<file path="src/logic/alu_config.svh">
/*
  Build-time sizes for the pipelined ALU.
  Float fields must add up to the word: 1 sign + ALU_EXP + ALU_MAN.
*/
`ifndef ALU_CONFIG_SVH
`define ALU_CONFIG_SVH

// Data path
`define ALU_WIDTH 32      // Data word
`define ALU_OP_W 6        // Opcode field

// Float layout, sign on top, no hidden bit
`define ALU_EXP 8         // Two's-complement exponent
`define ALU_MAN 23        // Mantissa

// Edges from input sample to result on out
`define ALU_LATENCY 2

`endif
</file>
<file path="src/logic/alu_pkg.sv">
/*
  Types shared by all ALU blocks.
  Opcode values keep the legacy numbering; gaps are unsupported ops and give 0.
*/
`include "alu_config.svh"

package alu_pkg;

	// ********************
	// Opcodes
	// ********************
	typedef enum logic [`ALU_OP_W-1:0] {
		OP_NOP     = 6'd0,  // Pass in2
		OP_LOD     = 6'd1,  // Pass in1
		OP_ADD     = 6'd2,
		OP_MLT     = 6'd4,  // Low word of product
		OP_SGN     = 6'd9,
		OP_F_SGN   = 6'd10,
		OP_NEG     = 6'd11,
		OP_NEG_M   = 6'd12,
		OP_F_NEG   = 6'd13,
		OP_F_NEG_M = 6'd14,
		OP_ABS     = 6'd15,
		OP_ABS_M   = 6'd16,
		OP_F_ABS   = 6'd17,
		OP_F_ABS_M = 6'd18,
		OP_PST     = 6'd19,
		OP_PST_M   = 6'd20,
		OP_F_PST   = 6'd21,
		OP_F_PST_M = 6'd22,
		OP_AND     = 6'd29,
		OP_ORR     = 6'd30,
		OP_XOR     = 6'd31,
		OP_INV     = 6'd32,
		OP_INV_M   = 6'd33,
		OP_LAN     = 6'd34,
		OP_LOR     = 6'd35,
		OP_LIN     = 6'd36,
		OP_LIN_M   = 6'd37,
		OP_LES     = 6'd38,
		OP_GRE     = 6'd40,
		OP_EQU     = 6'd42,
		OP_SHL     = 6'd43,
		OP_SHR     = 6'd44,
		OP_SRS     = 6'd45
	} alu_op_e;

	typedef logic [`ALU_WIDTH-1:0] alu_word_t;

	// Registered operation, a is the operand of unary ops
	typedef struct packed {
		alu_op_e   op;
		alu_word_t x;  // Memory operand
		alu_word_t y;  // Accumulator operand
		alu_word_t a;
	} alu_operands_t;

	// ********************
	// Unit results
	// ********************
	typedef struct packed {
		alu_word_t add;
		alu_word_t mlt;
		alu_word_t sgn;
		alu_word_t neg;
		alu_word_t abs;
		alu_word_t pst;
	} int_results_t;

	typedef struct packed {
		alu_word_t band;
		alu_word_t bor;
		alu_word_t bxor;
		alu_word_t inv;
		alu_word_t lan;
		alu_word_t lor;
		alu_word_t lin;
	} logic_results_t;

	typedef struct packed {
		alu_word_t les;
		alu_word_t gre;
		alu_word_t equ;
		alu_word_t shl;
		alu_word_t shr;
		alu_word_t srs;
	} cmp_results_t;

	typedef struct packed {
		alu_word_t fsgn;
		alu_word_t fneg;
		alu_word_t fabs;
		alu_word_t fpst;
	} float_results_t;

	// Sign 0, most negative exponent, mantissa 0
	localparam alu_word_t FLOAT_ZERO = {1'b0, 1'b1, {(`ALU_WIDTH-2){1'b0}}};

endpackage

</file>
<file path="src/logic/alu_top.sv">
/*
  Pipelined ALU, one operation per cycle, result two edges after sampling.
  No valid strobe or back-pressure; out always reflects the op issued two edges before.
*/
`timescale 1ns/1ps

module alu_top import alu_pkg::*; (
	input  logic      clk,
	input  logic      arst_n,
	input  alu_op_e   op,
	input  alu_word_t in1,   // Memory operand
	input  alu_word_t in2,   // Accumulator operand
	output alu_word_t out
);

	alu_operands_t  opnd;
	int_results_t   int_res;
	logic_results_t logic_res;
	cmp_results_t   cmp_res;
	float_results_t float_res;

	// Stage 1, operand register
	alu_operand_stage u_operand_stage (
		.clk    (clk),
		.arst_n (arst_n),
		.op     (op),
		.in1    (in1),
		.in2    (in2),
		.opnd   (opnd)
	);

	// Combinational units between the two registers
	alu_int_arith  u_int_arith  (.opnd(opnd), .res(int_res));
	alu_logic_unit u_logic_unit (.opnd(opnd), .res(logic_res));
	alu_cmp_shift  u_cmp_shift  (.opnd(opnd), .res(cmp_res));
	alu_float_sign u_float_sign (.opnd(opnd), .res(float_res));

	// Stage 2, mux and output register
	alu_result_select u_result_select (
		.clk       (clk),
		.arst_n    (arst_n),
		.opnd      (opnd),
		.int_res   (int_res),
		.logic_res (logic_res),
		.cmp_res   (cmp_res),
		.float_res (float_res),
		.out       (out)
	);

endmodule

</file>
<file path="src/logic/alu_result_select.sv">
/*
  Output stage. Picks one unit result by opcode and registers it on out.
  Unused and unsupported opcodes give zero.
*/
`timescale 1ns/1ps

module alu_result_select import alu_pkg::*; (
	input  logic           clk,
	input  logic           arst_n,
	input  alu_operands_t  opnd,
	input  int_results_t   int_res,
	input  logic_results_t logic_res,
	input  cmp_results_t   cmp_res,
	input  float_results_t float_res,
	output alu_word_t      out
);

	alu_word_t out_nxt;

	// ********************
	// Result mux
	// ********************
	always_comb begin
		case (opnd.op)
			OP_NOP:                 out_nxt = opnd.y;
			OP_LOD:                 out_nxt = opnd.x;
			OP_ADD:                 out_nxt = int_res.add;
			OP_MLT:                 out_nxt = int_res.mlt;
			OP_SGN:                 out_nxt = int_res.sgn;
			OP_F_SGN:               out_nxt = float_res.fsgn;
			// Unary pairs share a field since the operand is chosen upstream
			OP_NEG,   OP_NEG_M:     out_nxt = int_res.neg;
			OP_F_NEG, OP_F_NEG_M:   out_nxt = float_res.fneg;
			OP_ABS,   OP_ABS_M:     out_nxt = int_res.abs;
			OP_F_ABS, OP_F_ABS_M:   out_nxt = float_res.fabs;
			OP_PST,   OP_PST_M:     out_nxt = int_res.pst;
			OP_F_PST, OP_F_PST_M:   out_nxt = float_res.fpst;
			OP_AND:                 out_nxt = logic_res.band;
			OP_ORR:                 out_nxt = logic_res.bor;
			OP_XOR:                 out_nxt = logic_res.bxor;
			OP_INV,   OP_INV_M:     out_nxt = logic_res.inv;
			OP_LAN:                 out_nxt = logic_res.lan;
			OP_LOR:                 out_nxt = logic_res.lor;
			OP_LIN,   OP_LIN_M:     out_nxt = logic_res.lin;
			OP_LES:                 out_nxt = cmp_res.les;
			OP_GRE:                 out_nxt = cmp_res.gre;
			OP_EQU:                 out_nxt = cmp_res.equ;
			OP_SHL:                 out_nxt = cmp_res.shl;
			OP_SHR:                 out_nxt = cmp_res.shr;
			OP_SRS:                 out_nxt = cmp_res.srs;
			default:                out_nxt = '0;  // Dropped ops such as DIV
		endcase
	end

	always_ff @(posedge clk or negedge arst_n) begin
		if (!arst_n) begin
			out <= '0;
		end else begin
			out <= out_nxt;
		end
	end

	// X on out means an unknown operand reached the pipe
	a_out_known: assert property (@(posedge clk) disable iff (!arst_n)
		!$isunknown(out));

endmodule

</file>
<file path="src/logic/alu_float_sign.sv">
/*
  Float ops that touch only the sign. Exponent and mantissa pass unchanged,
  so no rounding or normalization happens here.
*/
`timescale 1ns/1ps
`include "alu_config.svh"

module alu_float_sign import alu_pkg::*; (
	input  alu_operands_t  opnd,
	output float_results_t res
);

	logic                sign_x;
	logic                sign_a;
	logic [`ALU_EXP-1:0] exp_y;
	logic [`ALU_MAN-1:0] man_y;
	logic [`ALU_EXP-1:0] exp_a;
	logic [`ALU_MAN-1:0] man_a;

	// Field split, sign sits just above the exponent
	assign sign_x = opnd.x[`ALU_EXP+`ALU_MAN];
	assign exp_y  = opnd.y[`ALU_EXP+`ALU_MAN-1:`ALU_MAN];
	assign man_y  = opnd.y[`ALU_MAN-1:0];
	assign sign_a = opnd.a[`ALU_EXP+`ALU_MAN];
	assign exp_a  = opnd.a[`ALU_EXP+`ALU_MAN-1:`ALU_MAN];
	assign man_a  = opnd.a[`ALU_MAN-1:0];

	assign res.fsgn = {sign_x, exp_y, man_y};    // Sign of x on magnitude of y
	assign res.fneg = {~sign_a, exp_a, man_a};
	assign res.fabs = {1'b0, exp_a, man_a};
	assign res.fpst = sign_a ? FLOAT_ZERO : opnd.a;

endmodule

</file>
<file path="src/logic/alu_cmp_shift.sv">
/*
  Signed compares and shifts of x by y.
  The whole of y is the shift amount; 32 or more empties the word (sign fill for SRS).
*/
`timescale 1ns/1ps
`include "alu_config.svh"

module alu_cmp_shift import alu_pkg::*; (
	input  alu_operands_t opnd,
	output cmp_results_t  res
);

	logic                          lt;
	logic                          gt;
	logic                          eq;
	logic                          over;     // Amount past the word
	logic [$clog2(`ALU_WIDTH)-1:0] sh_amt;
	logic                          sign_x;

	// ********************
	// Compares
	// ********************
	assign lt = $signed(opnd.x) < $signed(opnd.y);
	assign gt = $signed(opnd.x) > $signed(opnd.y);
	assign eq = opnd.x == opnd.y;

	assign res.les = {{(`ALU_WIDTH-1){1'b0}}, lt};
	assign res.gre = {{(`ALU_WIDTH-1){1'b0}}, gt};
	assign res.equ = {{(`ALU_WIDTH-1){1'b0}}, eq};

	// ********************
	// Shifts
	// ********************
	assign over   = opnd.y >= `ALU_WIDTH;
	assign sh_amt = opnd.y[$clog2(`ALU_WIDTH)-1:0];
	assign sign_x = opnd.x[`ALU_WIDTH-1];

	assign res.shl = over ? '0 : opnd.x << sh_amt;
	assign res.shr = over ? '0 : opnd.x >> sh_amt;
	assign res.srs = over ? {`ALU_WIDTH{sign_x}}
	                      : alu_word_t'($signed(opnd.x) >>> sh_amt);

endmodule

</file>
<file path="src/logic/alu_logic_unit.sv">
/*
  Bitwise and truth-value ops. Logical results are exactly 0 or 1.
*/
`timescale 1ns/1ps
`include "alu_config.svh"

module alu_logic_unit import alu_pkg::*; (
	input  alu_operands_t  opnd,
	output logic_results_t res
);

	logic x_true;  // Non-zero counts as true
	logic y_true;
	logic a_true;

	assign x_true = |opnd.x;
	assign y_true = |opnd.y;
	assign a_true = |opnd.a;

	// Bitwise
	assign res.band = opnd.x & opnd.y;
	assign res.bor  = opnd.x | opnd.y;
	assign res.bxor = opnd.x ^ opnd.y;
	assign res.inv  = ~opnd.a;

	// Logical, zero-extended flag
	assign res.lan = {{(`ALU_WIDTH-1){1'b0}}, x_true & y_true};
	assign res.lor = {{(`ALU_WIDTH-1){1'b0}}, x_true | y_true};
	assign res.lin = {{(`ALU_WIDTH-1){1'b0}}, ~a_true};

endmodule

</file>
<file path="src/logic/alu_int_arith.sv">
/*
  Integer arithmetic, purely combinational.
  Two's complement; negating the most negative value wraps back to itself.
*/
`timescale 1ns/1ps
`include "alu_config.svh"

module alu_int_arith import alu_pkg::*; (
	input  alu_operands_t opnd,
	output int_results_t  res
);

	alu_word_t neg_y;   // Shared by SGN
	alu_word_t neg_a;   // Shared by NEG and ABS
	logic      sign_x;
	logic      sign_y;
	logic      sign_a;

	assign sign_x = opnd.x[`ALU_WIDTH-1];
	assign sign_y = opnd.y[`ALU_WIDTH-1];
	assign sign_a = opnd.a[`ALU_WIDTH-1];

	assign neg_y = -opnd.y;
	assign neg_a = -opnd.a;

	// ********************
	// Two operands
	// ********************
	assign res.add = opnd.x + opnd.y;
	assign res.mlt = opnd.x * opnd.y;  // Low word, same for signed and unsigned

	// y takes the sign of x
	assign res.sgn = (sign_x == sign_y) ? opnd.y : neg_y;

	// ********************
	// Unary on a
	// ********************
	assign res.neg = neg_a;
	assign res.abs = sign_a ? neg_a : opnd.a;
	assign res.pst = sign_a ? '0 : opnd.a;  // Clamp negatives to zero

endmodule

</file>
<file path="src/logic/alu_operand_stage.sv">
/*
  First pipeline register. Captures op and both operands every cycle.
  Opcodes outside the enum pass through untouched and pick in2 as unary operand.
*/
`timescale 1ns/1ps

module alu_operand_stage import alu_pkg::*; (
	input  logic          clk,
	input  logic          arst_n,
	input  alu_op_e       op,
	input  alu_word_t     in1,   // Memory side
	input  alu_word_t     in2,   // Accumulator side
	output alu_operands_t opnd
);

	alu_operands_t opnd_nxt;
	logic          use_mem;  // _M variant, unary op works on in1

	always_comb begin
		use_mem = op inside {OP_NEG_M, OP_F_NEG_M, OP_ABS_M, OP_F_ABS_M,
		                     OP_PST_M, OP_F_PST_M, OP_INV_M, OP_LIN_M};
		opnd_nxt.op = op;
		opnd_nxt.x  = in1;
		opnd_nxt.y  = in2;
		opnd_nxt.a  = use_mem ? in1 : in2;
	end

	// Cleared state decodes as NOP on zero operands
	always_ff @(posedge clk or negedge arst_n) begin
		if (!arst_n) begin
			opnd <= '0;
		end else begin
			opnd <= opnd_nxt;
		end
	end

	// Upstream driver must always present a real opcode
	a_op_known: assert property (@(posedge clk) disable iff (!arst_n)
		!$isunknown(opnd.op));

endmodule

</file>
<file path="config.mk">
export PLATFORM = sky130hd
export DESIGN_NAME = alu_top
export DESIGN_NICKNAME = d
export VERILOG_FILES = /design/src/logic/alu_pkg.sv /design/src/logic/alu_top.sv /design/src/logic/alu_result_select.sv /design/src/logic/alu_float_sign.sv /design/src/logic/alu_cmp_shift.sv /design/src/logic/alu_logic_unit.sv /design/src/logic/alu_int_arith.sv /design/src/logic/alu_operand_stage.sv
export VERILOG_INCLUDE_DIRS = /design/src /design/src/logic
export SDC_FILE = /design/constraint.sdc
export NUM_CORES = 2
export LEC_CHECK = 0
export BUFFER_PORTS_ARGS = -buffer_cell sky130_fd_sc_hd__buf_4
export CAP_MARGIN = 40
export CORE_MARGIN = 1.5
export CORE_UTILIZATION = 44
export DETAILED_ROUTE_END_ITERATION = 8
export SLEW_MARGIN = 20
export SYNTH_ARGS = -nofsm -noshare
export SYNTH_HDL_FRONTEND = slang
export SYNTH_SLANG_ARGS = --single-unit
</file>
<file path="constraint.sdc">
create_clock -name clk -period 8.74 [get_ports clk]
set_clock_uncertainty 0.1 [all_clocks]
set_input_delay 1.748 -clock clk [delete_from_list [all_inputs] [get_ports clk]]
set_output_delay 1.748 -clock clk [all_outputs]
set_load 0.02 [all_outputs]
</file>
**After elaboration in Yosys (flattened, before gate mapping)**

Cells that the tools add are included.

- Add/sub/neg operators: 3
- Multipliers: 1
- Div/mod/pow operators: 0
- Order comparisons: 3
- Equal/unequal tests: 42
- Shift-type cells: 3
- Multiplexer cells: 9
- Bitwise gates (word level): 8
- Reductions and logical operators: 13

Operators with widths:

| operator | count |
|---|---|
| 32-bit one-hot mux with 25 select lines | 1 |
| 32-bit 2-to-1 mux | 6 |
| 32-bit OR reduction | 3 |
| 6-bit by 5-bit equality test with 1-bit output, second input constant | 14 |
| 6-bit equality test, second input constant | 14 |
| 32-bit negation | 2 |
| 31-bit 2-to-1 mux | 2 |
| 6-bit by 4-bit equality test with 1-bit output, second input constant | 9 |
| 32-bit adder | 1 |
| 32-bit bitwise AND | 1 |
| 32-bit equality test | 1 |
| 32-bit by 6-bit greater-or-equal comparator with 1-bit output, second input constant | 1 |
| 32-bit greater-than comparator | 1 |
| 32-bit less-than comparator | 1 |
| 32-bit by 32-bit multiplier with 32-bit output | 1 |
| 32-bit NOT | 1 |
| 32-bit OR | 1 |
| 32-bit by 5-bit << shifter with 32-bit output | 1 |
| 32-bit by 5-bit >> shifter with 32-bit output | 1 |
| 32-bit by 5-bit >>> shifter with 32-bit output | 1 |
| 32-bit bitwise XOR | 1 |
| 2-bit OR reduction | 8 |
| 8-bit nonzero test | 1 |
| 6-bit by 1-bit equality test with 1-bit output, second input constant | 1 |
| other kinds (7) | 8 |

- Flip-flop bits (word level): 134
- Bits in latches: 0
- Bits in writable memories: 0
- Bits in read-only memories: 0
- Input port bits: 72
- Output and inout port bits: 32
- Word-level logic and storage cells: 87
- Memories kept: 0

**Longest topological paths before layout**

- Depth after elaboration: 3
- Mapped depth: 32
- Mapped depth without buffers: 26

**Cells and area by module**

From an unflattened synthesis, not the netlist that was laid out.

- Cell total of the unflattened synthesis: 4557
- Area total of the unflattened synthesis: 37734.9 um^2

Modules (own cells, without submodules):

| module | instances | cells each | area an instance (um^2) |
|---|---|---|---|
| alu_int_arith | 1 | 2252 | 19082.1 |
| alu_result_select | 1 | 858 | 6530.0 |
| alu_cmp_shift | 1 | 729 | 5280.1 |
| alu_operand_stage | 1 | 265 | 3697.3 |
| alu_logic_unit | 1 | 321 | 2202.1 |
| alu_float_sign | 1 | 132 | 943.4 |

**Least setup slack after synthesis**

OpenSTA, ideal clock, no wires.

- Kind: register to register
- Start: register, netlist name u_operand_stage.opnd[34]
- End: register u_result_select.out[28]
- Setup time: 0.131 ns
- Data arrival time: 8.369 ns
- Data required time: 8.509 ns
- Slack: 0.140 ns
- Cell stages (with the launch flop): 28
- Path buffers: 5
- Clock period less this slack: 8.600 ns
- Cell sequence: dfrtp_1 clkbuf_1 inv_1 buf_1 clkbuf_1 clkbuf_1 buf_1 nor2_1 fa_1 fa_1 fa_1 inv_1 fa_1 inv_1 ha_1 ha_1 fa_1 fa_1 ha_1 a2111oi_0 a21oi_1 o21a_1 a2111oi_0 o31ai_1 a21oi_1 nand2b_1 nor3_1 or3_1

- Word-level cells in the longest chain between the ends: 3
- Elaborated cells between the ends (all ways): 12
- Those cells by class: add/sub (2); mul (1); order compare (1); shift (3); mux (5)

RTL lines:

| what | RTL line | text |
|---|---|---|
| parallel branches: the longest is 2 deep, another holds 32-bit by 32-bit multiplier with 32-bit output | - |  |
| 32-bit one-hot mux with 25 select lines (*) | alu_result_select.sv:24 | `case (opnd.op)` |
| via u_result_select.out_nxt[28] | alu_result_select.sv:18 | `alu_word_t out_nxt;` |
| end signal, assigned | alu_result_select.sv:59 | `out <= out_nxt;` |
| end, declared | alu_result_select.sv:15 | `output alu_word_t out` |

Mark *: on every way through the listed nets, which the timed path passes.

**Worst setup path after layout**

- Start: register, netlist name u_operand_stage.opnd[71]
- End: register u_result_select.out[28]

- Word-level cells in the longest chain between the ends: 3
- Elaborated cells between the ends (all ways): 9
- Those cells by class: add/sub (1); mul (1); shift (3); mux (4)

RTL lines:

| what | RTL line |
|---|---|
| parallel branches: the longest is 2 deep, another holds 32-bit by 32-bit multiplier with 32-bit output | - |
| 32-bit one-hot mux with 25 select lines (*) | alu_result_select.sv:24 |
| via u_result_select.out_nxt[28] | alu_result_select.sv:18 |

Marked as above.

==> out/results.tsv <==
stage	metric	value	unit
timing	relative slew slack	38.9	%
clocking	buffers from clock root to sink, at most	2	
logic_synthesis	Post-synth EDFFs	0	
logic_synthesis	prevailing post-synth register cell	dfrtp_1	
finish	most common cell after layout, fill and taps aside	nor2_1	
logic_synthesis	Ys Warns	0	
global_route	largest net degree at the start of global routing	74	
global_route	total grt overflow	0	
finish	FILL cells	6477	
logic_synthesis	Avg Cell Area, Syn	8.44	um^2
global_route	total track usage	39.4	%
timing	final hold vios	0	
route	vias per cell	6.33	
finish	share of cells above drive strength 1	11.8	%
worst_setup_path	critical path class	reg2reg	
floorplan	starting density of the core	44.3	%
finish	Design Area, Final	31700	um^2
place	post-DP HPWL	102	mm
timing	worst-margin pin slew	0.904	ns
route	wire per inst	30.2	um
timing	Final setup viols	0	
clocking	Setup Fix Bufs, Post-CTS	0	
floorplan	io pins	104	
finish	most frequent cells in the layout	nor2_1, inv_1, fa_1	
worst_setup_path	Worst EP arrival	8.57	ns
timing	setup tns final	0	ns
floorplan	die height	260	um
route	drt total wl	131	mm
place	Placed Area	31200	um^2
worst_setup_path	crit path launch type	register	
route	Initial DRC Count	3744	
finish	P&R area growth vs syn	9.07	%
worst_setup_path	slowest stage delay, CP	0.66	ns
logic_synthesis	Synth top area share	28.1	%
logic_synthesis	Post-Syn Nets	4153	
logic_synthesis	Post-synth ARST share	100	%
global_route	first-pass GRT wire length	191	mm
finish	Multi-input gate area	23200	um^2
place	Buffers on Ports	103	
logic_synthesis	Netlist Area Pre-Place	29100	um^2
route	drt drc	0	
logic_synthesis	post-synthesis sequential element count	134	
timing	post-layout min period	8.30	ns
floorplan	Die W	260	um
run_status	run status	finished, final reports clean	
worst_setup_path	CP endpoint kind	register	
floorplan	FP Rows	94	
global_route	initial antenna violation count	3	
logic_synthesis	main area contributors after synthesis	fa_1, dfrtp_1, ha_1, nor2_1, inv_1	
logic_synthesis	synth unique cells	80	
finish	Reg area	3360	um^2
clocking	CTS Hold Bufs	0	
job	Max-Cap Viols	0	
clocking	CTS tree	built	
place	RD Place Congestion	1.02	
hold_path	HP Class	reg2reg	
floorplan	Die Area	67700	um^2
timing	fmax	120	MHz
clocking	cts repair resizes	0	
clocking	total CTS buffers	17	
logic_synthesis	largest area contributor in the netlist	fa_1	
floorplan	core box area	65600	um^2
clocking	H-tree Lvls	4	
timing	Final Max Tran Viols	0	
timing	fin crit share	95.0	%
clocking	Clk Latency, worst-skew pair	0.49	ns
clocking	clock root buffer	clkbuf_16	
logic_synthesis	Post-Syn Instances	3449	
global_route	vias in the first global route	27716	
worst_setup_path	most frequent CP cell	fa_1	
route	DR vias	27515	
clocking	clock sink count	134	
route	ANT nets after route	0	
worst_setup_path	CP max FO	17	
clocking	clk slew on worst S/H paths	0.07	ns
finish	nets	4175	
worst_setup_path	CP max-delay cell	a2111oi_0	
logic_synthesis	Seq/Total Area, Yosys	11.5	%
route	Pre-antenna DRT Iters	6	
timing	unrepaired setup endpoints after global routing	false	
worst_setup_path	Worst Path Required	9.01	ns
[per-layer routing]
| layer | part of all wire, % | track usage, % | vias up |
|---|---|---|---|
| met4 | 7.7 | 25.8 | 4 |
| met5 | 0.023 | 0 | - |
| li1 | - | - | 11444 |
| met1 | 38 | 51.6 | 13628 |
| met3 | 12 | 10.4 | 488 |
| met2 | 42 | 57.4 | 1951 |
[path summary, 6_finish.rpt]
kind | depth (start not counted) | startpoint | endpoint | slack (ns)
worst max-delay path | 25 | u_operand_stage.opnd[71] | u_result_select.out[28] | 0.44
worst max register to register | 25 | u_operand_stage.opnd[71] | u_result_select.out[28] | 0.44
max in group asynchronous | 3 | arst_n | u_operand_stage.opnd[33] | 6.12
worst min register to register | 3 | u_operand_stage.opnd[9] | u_result_select.out[9] | 0.64
min in group asynchronous | 1 | arst_n | u_operand_stage.opnd[27] | 0.99
worst min-delay path | 3 | u_operand_stage.opnd[9] | u_result_select.out[9] | 0.64
[sequential cells by signal, summed over array words and instances, names as in the netlist]
register,cells
u_operand_stage.opnd,102
u_result_select.out,32
[area by class of cell]
class,count,share of cell area [%]
clock inverter,15,0.426
clock buffer,17,1.34
timing repair buffer,241,5.87
tap,864,3.41
antenna,1,0.00788
sequential,134,10.6
multi-input combinational,2620,73.0
inverter,457,5.40
[kinds of logic (layout without fill, tap and decap cells)]
family                   after synthesis  in the layout  synth area share (%)
AO/OA/AOI/OAI                        600            600                  13.7
XOR/XNOR                             137            137                  4.17
adder cells (fa/ha/maj)              632            632                  37.7
buffers and inverters                695            730                  9.07
flip-flops                           134            134                  11.5
multiplexers                         135            135                  7.36
other                                  0              1                     0
AND/OR/NAND/NOR                     1116           1116                  16.5
[worst max-delay path: cells and delay by family (launching register included)]
family / cells / cell delay (ns)
adder cells (fa/ha/maj): 9 / 3.81
AND/OR/NAND/NOR: 4 / 0.92
flip-flops: 1 / 0.35
AO/OA/AOI/OAI: 6 / 1.67
buffers and inverters: 6 / 1.32
[through the flow]
stage / util (%) / setup WS, ns / cells / hold WS (ns)
after floorplan: - / 0.140 / 3449 / 0.442
after global placement: 47.3 / 0.413 / 4307 / 0.612
after detailed placement: 47.5 / 0.484 / 4313 / 0.599
after CTS: 48.3 / 0.467 / 4345 / 0.610
after global routing: 48.4 / 0.0511 / 4348 / 0.631
final: 48.4 / 0.440 / 4349 / 0.635
[synthesized netlist by cell type (all sizes together) (37+ instances only)]
| library cell | number |
|---|---|
| a21oi | 151 |
| buf | 50 |
| clkbuf | 188 |
| dfrtp | 134 |
| fa | 409 |
| ha | 223 |
| inv | 446 |
| mux2 | 42 |
| mux4 | 59 |
| nand2 | 344 |
| nand3 | 37 |
| nor2 | 517 |
| nor3 | 64 |
| o21ai | 133 |
| xnor2 | 107 |
Power is left out: the tool's default activity adds up to more than one toggle a clock period on the data nets, which glitch-free logic cannot reach.
